File: src/hw/result_tx_pkg.sv
package result_tx_pkg;

    // byte sequencing states of the transmit controller
    typedef enum logic [3:0] {
        idle,
        register_result,
        send_byte_0,
        wait_byte_0,
        send_byte_1,
        wait_byte_1,
        send_byte_2,
        wait_byte_2,
        send_byte_3,
        wait_byte_3,
        tx_done
    } tx_state_t;

    // one-hot operation enables, bit positions
    localparam int op_read_bit = 0;
    localparam int op_sum_bit  = 1;
    localparam int op_avg_bit  = 2;
    localparam int op_euc_bit  = 3;
    localparam int op_man_bit  = 4;
    localparam int op_dot_bit  = 5;

    localparam int enable_width = 6;
    localparam int result_width = 32;

    // cycles spent loading the result before the first byte
    localparam int register_hold_cycles = 4;
    localparam int hold_count_width = $clog2(register_hold_cycles + 1);

    // serial timing, 8N1 frame
    localparam int clocks_per_bit = 16;
    localparam int frame_bits = 10;
    localparam int baud_count_width = $clog2(clocks_per_bit);
    localparam int bit_count_width = $clog2(frame_bits);

endpackage

File: src/hw/tx_ctrl.sv
`timescale 1ns/10ps

module tx_ctrl (
    input  logic                                   clock,
    input  logic                                   reset,
    input  logic                                   op_done,
    input  logic [result_tx_pkg::enable_width-1:0] enables,
    input  logic                                   tx_busy,
    output logic                                   tx_start,
    output logic                                   register_result,
    output logic                                   send_b0,
    output logic                                   send_b1,
    output logic                                   send_b2,
    output logic                                   send_b3,
    output logic                                   tx_done,
    output logic                                   tx_active
);
    import result_tx_pkg::*;

    tx_state_t state;
    tx_state_t next_state;

    logic [enable_width-1:0]     op_q;
    logic [hold_count_width-1:0] hold_count;
    logic                        op_accept;
    logic                        short_op;
    logic                        three_byte_op;
    logic                        hold_expired;

    assign op_accept = (state == idle) && op_done;

    // byte count classes of the captured operation
    assign short_op      = op_q[op_read_bit] | op_q[op_sum_bit] | op_q[op_avg_bit];
    assign three_byte_op = op_q[op_man_bit];

    assign hold_expired = hold_count == hold_count_width'(register_hold_cycles - 1);

    always_comb begin
        next_state      = state;
        tx_start        = 1'b0;
        register_result = 1'b0;
        send_b0         = 1'b0;
        send_b1         = 1'b0;
        send_b2         = 1'b0;
        send_b3         = 1'b0;
        tx_done         = 1'b0;

        case (state)
            idle: begin
                if (op_done) begin
                    next_state = result_tx_pkg::register_result;
                end
            end
            result_tx_pkg::register_result: begin
                register_result = 1'b1;
                if (hold_expired) begin
                    next_state = send_byte_0;
                end
            end
            send_byte_0: begin
                send_b0    = 1'b1;
                tx_start   = 1'b1;
                next_state = wait_byte_0;
            end
            wait_byte_0: begin
                if (!tx_busy) begin
                    next_state = send_byte_1;
                end
            end
            send_byte_1: begin
                send_b1    = 1'b1;
                tx_start   = 1'b1;
                next_state = wait_byte_1;
            end
            wait_byte_1: begin
                // read, sum and avg stop after two bytes
                if (!tx_busy) begin
                    next_state = short_op ? result_tx_pkg::tx_done : send_byte_2;
                end
            end
            send_byte_2: begin
                send_b2    = 1'b1;
                tx_start   = 1'b1;
                next_state = wait_byte_2;
            end
            wait_byte_2: begin
                // man stops after three
                if (!tx_busy) begin
                    next_state = three_byte_op ? result_tx_pkg::tx_done : send_byte_3;
                end
            end
            send_byte_3: begin
                send_b3    = 1'b1;
                tx_start   = 1'b1;
                next_state = wait_byte_3;
            end
            wait_byte_3: begin
                if (!tx_busy) begin
                    next_state = result_tx_pkg::tx_done;
                end
            end
            result_tx_pkg::tx_done: begin
                tx_done    = 1'b1;
                next_state = idle;
            end
            default: begin
                next_state = idle;
            end
        endcase
    end

    always_ff @(posedge clock) begin
        if (reset) begin
            state <= idle;
        end else begin
            state <= next_state;
        end
    end

    // counts only while loading, cleared on any state change
    always_ff @(posedge clock) begin
        if (reset) begin
            hold_count <= '0;
        end else if (state != next_state) begin
            hold_count <= '0;
        end else if (state == result_tx_pkg::register_result) begin
            hold_count <= hold_count + 1'b1;
        end
    end

    // operation is frozen once accepted
    always_ff @(posedge clock) begin
        if (reset) begin
            op_q <= '0;
        end else if (op_accept) begin
            op_q <= enables;
        end
    end

    assign tx_active = state != idle;

    a_enables_onehot: assert property (@(posedge clock) disable iff (reset)
        op_accept |-> $onehot(enables));

    // serializer must have finished the previous frame
    a_start_not_busy: assert property (@(posedge clock) disable iff (reset)
        tx_start |-> !tx_busy);

    a_one_strobe: assert property (@(posedge clock) disable iff (reset)
        (tx_start || (|{send_b3, send_b2, send_b1, send_b0}))
            |-> (tx_start && $onehot({send_b3, send_b2, send_b1, send_b0})));

endmodule

File: src/hw/result_latch.sv
`timescale 1ns/10ps

module result_latch (
    input  logic                                   clock,
    input  logic                                   reset,
    input  logic                                   register_result,
    input  logic [result_tx_pkg::result_width-1:0] result,
    input  logic                                   send_b0,
    input  logic                                   send_b1,
    input  logic                                   send_b2,
    input  logic                                   send_b3,
    output logic [7:0]                             tx_byte
);
    import result_tx_pkg::*;

    logic [result_width-1:0] word_q;
    logic [3:0]              byte_sel;

    // reloads every cycle of the load window
    always_ff @(posedge clock) begin
        if (reset) begin
            word_q <= '0;
        end else if (register_result) begin
            word_q <= result;
        end
    end

    assign byte_sel = {send_b3, send_b2, send_b1, send_b0};

    // byte 0 when no strobe is up
    always_comb begin
        case (byte_sel)
            4'b0010: tx_byte = word_q[15:8];
            4'b0100: tx_byte = word_q[23:16];
            4'b1000: tx_byte = word_q[31:24];
            default: tx_byte = word_q[7:0];
        endcase
    end

    a_strobes_exclusive: assert property (@(posedge clock) disable iff (reset)
        $onehot0(byte_sel));

endmodule

File: src/hw/uart_tx.sv
`timescale 1ns/10ps

module uart_tx (
    input  logic       clock,
    input  logic       reset,
    input  logic       tx_start,
    input  logic [7:0] tx_byte,
    output logic       tx,
    output logic       tx_busy
);
    import result_tx_pkg::*;

    logic [frame_bits-1:0]       frame_q;
    logic [baud_count_width-1:0] baud_count;
    logic [bit_count_width-1:0]  bit_count;
    logic                        bit_end;
    logic                        last_bit;

    assign bit_end  = baud_count == baud_count_width'(clocks_per_bit - 1);
    assign last_bit = bit_count == bit_count_width'(frame_bits - 1);

    // frame is stop, data, start from msb to lsb; idle ones shift in behind it
    always_ff @(posedge clock) begin
        if (reset) begin
            tx_busy    <= 1'b0;
            frame_q    <= '1;
            baud_count <= '0;
            bit_count  <= '0;
        end else if (tx_start && !tx_busy) begin
            tx_busy    <= 1'b1;
            frame_q    <= {1'b1, tx_byte, 1'b0};
            baud_count <= '0;
            bit_count  <= '0;
        end else if (tx_busy) begin
            if (bit_end) begin
                baud_count <= '0;
                frame_q    <= {1'b1, frame_q[frame_bits-1:1]};
                bit_count  <= bit_count + 1'b1;
                // stop bit done
                if (last_bit) begin
                    tx_busy <= 1'b0;
                end
            end else begin
                baud_count <= baud_count + 1'b1;
            end
        end
    end

    assign tx = frame_q[0];

    a_idle_high: assert property (@(posedge clock) disable iff (reset)
        !tx_busy |-> tx);

endmodule

File: src/hw/result_tx.sv
`timescale 1ns/10ps

module result_tx (
    input  logic                                   clock,
    input  logic                                   reset,
    input  logic                                   op_done,
    input  logic [result_tx_pkg::enable_width-1:0] enables,
    input  logic [result_tx_pkg::result_width-1:0] result,
    output logic                                   tx,
    output logic                                   tx_done,
    output logic                                   tx_active
);
    import result_tx_pkg::*;

    logic       register_result;
    logic       send_b0;
    logic       send_b1;
    logic       send_b2;
    logic       send_b3;
    logic       tx_start;
    logic       tx_busy;
    logic [7:0] tx_byte;

    tx_ctrl u_tx_ctrl (
        .clock           (clock),
        .reset           (reset),
        .op_done         (op_done),
        .enables         (enables),
        .tx_busy         (tx_busy),
        .tx_start        (tx_start),
        .register_result (register_result),
        .send_b0         (send_b0),
        .send_b1         (send_b1),
        .send_b2         (send_b2),
        .send_b3         (send_b3),
        .tx_done         (tx_done),
        .tx_active       (tx_active)
    );

    // byte select follows the send strobes in the same cycle
    result_latch u_result_latch (
        .clock           (clock),
        .reset           (reset),
        .register_result (register_result),
        .result          (result),
        .send_b0         (send_b0),
        .send_b1         (send_b1),
        .send_b2         (send_b2),
        .send_b3         (send_b3),
        .tx_byte         (tx_byte)
    );

    uart_tx u_uart_tx (
        .clock    (clock),
        .reset    (reset),
        .tx_start (tx_start),
        .tx_byte  (tx_byte),
        .tx       (tx),
        .tx_busy  (tx_busy)
    );

endmodule

File: config.mk
export PLATFORM = sky130hd
export DESIGN_NAME = result_tx
export DESIGN_NICKNAME = d
export VERILOG_FILES = /design/src/hw/result_tx_pkg.sv /design/src/hw/tx_ctrl.sv /design/src/hw/result_latch.sv /design/src/hw/uart_tx.sv /design/src/hw/result_tx.sv
export SDC_FILE = /design/constraint.sdc
export NUM_CORES = 1
export LEC_CHECK = 0
export BUFFER_PORTS_ARGS = -buffer_cell sky130_fd_sc_hd__buf_4
export CAP_MARGIN = 20
export CORE_ASPECT_RATIO = 0.8
export CORE_MARGIN = 1.5
export CORE_UTILIZATION = 55
export CTS_CLUSTER_SIZE = 14
export DETAILED_ROUTE_END_ITERATION = 16
export GPL_ROUTABILITY_DRIVEN = 0
export PLACE_DENSITY = 0.8
export SYNTH_ARGS = -nofsm -noshare
export SYNTH_HDL_FRONTEND = slang
export SYNTH_SLANG_ARGS = --single-unit
export TNS_END_PERCENT = 20
File: constraint.sdc
create_clock -name clock -period 2 [get_ports clock]
set_input_delay 0.4 -clock clock [delete_from_list [all_inputs] [get_ports clock]]
set_output_delay 0.4 -clock clock [all_outputs]
set_load 0.1 [all_outputs]
==> qor.txt <==
result of the run: complete, no violations
floorplan die height: 67.3 um
GR met3 Demand/Resource: 0.0905
Static Leakage: 1.34 nW
Die W: 83.4 um
Top Usage Layer GRT: met2
internal power consumption: 2.15 mW
share of the synthesized area in the top cell type: 0.429
Overall Global Routing Usage: 0.236
number of CTS-inserted buffers: 9
Min Hold Slack: 300 ps
Fillers: 444
Arrival @ worst endpoint: 1490 ps
register clock-pin slew on the reported worst setup and hold paths: 60 ps
crit start category: register
nature of the critical path endpoint: output pin
Synth Instances: 344
clk buf depth: 2
maximum net fanout on the critical path: 22
TritonCTS clock tree: done
pwr/cell area: 810 nW/um2
cell type with the largest total area after synthesis: dfxtp_1
cell depth of the worst flop-to-flop path: 5
Post-synth ARST share: 0
final worst path period need: 1890 ps
fraction of layout instances using a drive strength above 1: 0.206
total wirelength of the detailed-routed design: 6100 um
core area: 5010 um2
Min-Delay Path Depth: 3
RR Endpoint: u_uart_tx.bit_count[3]$_SDFFE_PP0P_
IR Drop Worst-Case VDD: 0.537 mV
# nets final: 424
post-DR wirelength/cell: 13.7 um
distinct cell type count of the synthesized netlist: 54
via count of the first global-routing pass: 2258
EDFF count, synth: 0
placement row count: 23
source of the worst register-to-register timing path: u_uart_tx.baud_count[0]$_SDFFE_PP0P_
synth top area cells: dfxtp_1 (43%), nand2_1 (11%), a21oi_1 (8.3%)
Highest Clock Rate: 529 MHz
startpoint of the worst setup timing path: u_tx_ctrl.state[3]$_SDFF_PP0_
Relative slew margins: 0.649
unrepaired setup endpoints after global routing: no
iteration-0 DRC count of the detailed router: 250
GRT Residual Overflow: 0
total power consumption of the routed design: 2.79 mW
clock latency at the later pin of the worst-skew pair: 340 ps
Net Sw Frac: 0.227
clock net sink count: 61
class of the tightest hold or removal check: in -> reg
max-slew violations: 0
routing usage on met1: 0.292
root cell of the clock tree: clkbuf_8
Seq/Total Area, Yosys: 0.429
most frequently used flop master after synthesis: dfxtp_1
hold buffer count at CTS: 0
synthesized flop and latch total: 61
final period utilization: 0.945
remaining antenna violation count: 0
actual slew at the worst max-slew pin: 527 ps
Die ar.: 5620 um2
pre-CTS worst setup slack: 231 ps
required time reported for the critical path endpoint: 1600 ps
initial antenna violation count: 0
Final setup violation count: 0
IO Count: 44
detailed-route DRC error count: 0
worst setup slack after layout: 110 ps
average cell area after synthesis: 8.27 um2
layout overhead on the synthesized area: 20.8%
first-pass GRT wire length: 10200 um
Finished Core Util: 0.686
routed vias: 2489
mapped cell area: 2850 um2
final count of hold timing violations: 0
DRT Pass-1 Iters: 4
Ys Warns: 0
Worst Setup Path Type: reg -> out
Clk pwr share: 0.440
pin count of the biggest net entering global routing: 37
Comb power frac: 0.092
synthesized net count: 390
register-to-register path setup slack: 310 ps
Port-buffer cells: 41
met2 track utilization from global routing: 0.378
ant diodes: 0
number of H-tree levels: 3
Detail Placement HPWL: 4240 um
crit path capture: tx_active
via/cell ratio: 5.59
sequential group share of total power: 0.468
Max-cap violations: 0
Post-Route Skew: 6.41 ps
net switching power figure: 0.632 mW
effective utilization at floorplan: 0.568
[Yosys cell counts (2+ instances only)]
cell type  count
ha_1           5
nand3b_1      10
nor2_1        17
dfxtp_1       61
nor2b_1        6
buf_2         10
o21ai_1        3
a211o_1        3
a31oi_1        6
nand2b_1       7
a21o_1         2
xnor2_1        2
clkbuf_1      11
nand3_1        3
o21bai_1       6
xor2_1         3
or3_1          2
a21oi_1       47
nand2_1       84
a32oi_1        4
inv_1          3
a221oi_1       6
nand4_1        2
mux2i_1        7
o21ai_0        2
buf_4          4
[worst max-delay path: stages, from the launching register on]
cell	delay, ps
dfxtp_4	410
buf_4	170
nor3_4	250
nand2b_1	80
buf_4	230
[power by group through the flow]
stage               clock network, mW  logic [mW]  registers (mW)
floorplan                           0       0.174            1.31
global placement                    0       0.253            1.33
detailed placement                  0       0.259            1.33
CTS                              1.25       0.260            1.30
global route                     1.31       0.287            1.31
finish                           1.23       0.257            1.30
[routing by layer]
layer  vias up  routed length (um)
met4         0                 116
met5         -                   0
met3        13                 336
met1      1139                2840
met2        65                2800
li1       1272                   -
[placed cells by master (no fill, tap or decap), types with 2 or more instances in the layout]
cell	n
a211o_1	3
o21ai_1	3
nand3_1	3
nor2_1	17
xnor2_1	2
or3_1	2
a221oi_1	6
buf_4	47
ha_1	5
nand4_1	2
nand3b_1	10
a31oi_1	6
nor2b_1	6
clkbuf_8	11
inv_1	3
nand2_1	84
clkinv_2	2
bufinv_16	2
a32oi_1	4
xor2_1	3
dfxtp_1	58
a21oi_1	47
mux2i_1	7
a21o_1	2
o21bai_1	6
dfxtp_2	2
nand2b_1	7
buf_12	2
o21ai_0	2
[layout make-up]
type	instances	area [um2]	area share
timing repair buffer	50	404	0.118
clock inverter	4	70.1	0.0204
multi-input combinational	253	1490	0.434
sequential	61	1230	0.357
inverter	3	11.3	0.00328
clock buffer	12	155	0.0451
tap	62	77.6	0.0226
[stage by stage]
step,setup TNS (ps),instance area (um2),instances
floorplan,-172,2880,344
global placement,0,3200,429
detailed placement,0,3200,429
CTS,0,3430,445
global route,0,3440,445
finish,0,3440,445
[what timing repair did]
action	in CTS	in global routing
gates resized for setup	1	3
endpoints found under the setup margin	1	2
setup buffers	0	0
[cell families (layout without fill, tap and decap cells)]
logic type,count (synthesis),in the layout,share of synthesized area
compound gates,91,91,0.205
xor+xnor,5,5,0.0154
fa+ha+maj,5,5,0.0220
mux,7,7,0.0246
buf+inv,30,69,0.0519
simple gates,145,145,0.252
flops,61,61,0.429
[worst min path at each step]
stage                                                 startpoint                                endpoint  slack, ps
after floorplan           u_result_latch.word_q[26]$_SDFFE_PP0P_  u_result_latch.word_q[26]$_SDFFE_PP0P_        430
after global placement    u_result_latch.word_q[16]$_SDFFE_PP0P_  u_result_latch.word_q[16]$_SDFFE_PP0P_        440
after detailed placement  u_result_latch.word_q[26]$_SDFFE_PP0P_  u_result_latch.word_q[26]$_SDFFE_PP0P_        450
after CTS                                             enables[2]          u_tx_ctrl.op_q[2]$_SDFFE_PP0P_        290
after global routing                                  result[22]  u_result_latch.word_q[22]$_SDFFE_PP0P_        280
final                                                 enables[0]          u_tx_ctrl.op_q[0]$_SDFFE_PP0P_        300
[flip-flops by register name, summed over array words and instances, names as in the netlist]
signal,count
u_uart_tx.frame_q,9
u_tx_ctrl.state,4
u_tx_ctrl.hold_count,3
u_result_latch.word_q,32
u_uart_tx.tx_busy,1
u_uart_tx.bit_count,4
u_tx_ctrl.op_q,4
u_uart_tx.baud_count,4
Power figures use the tool's default switching activity.
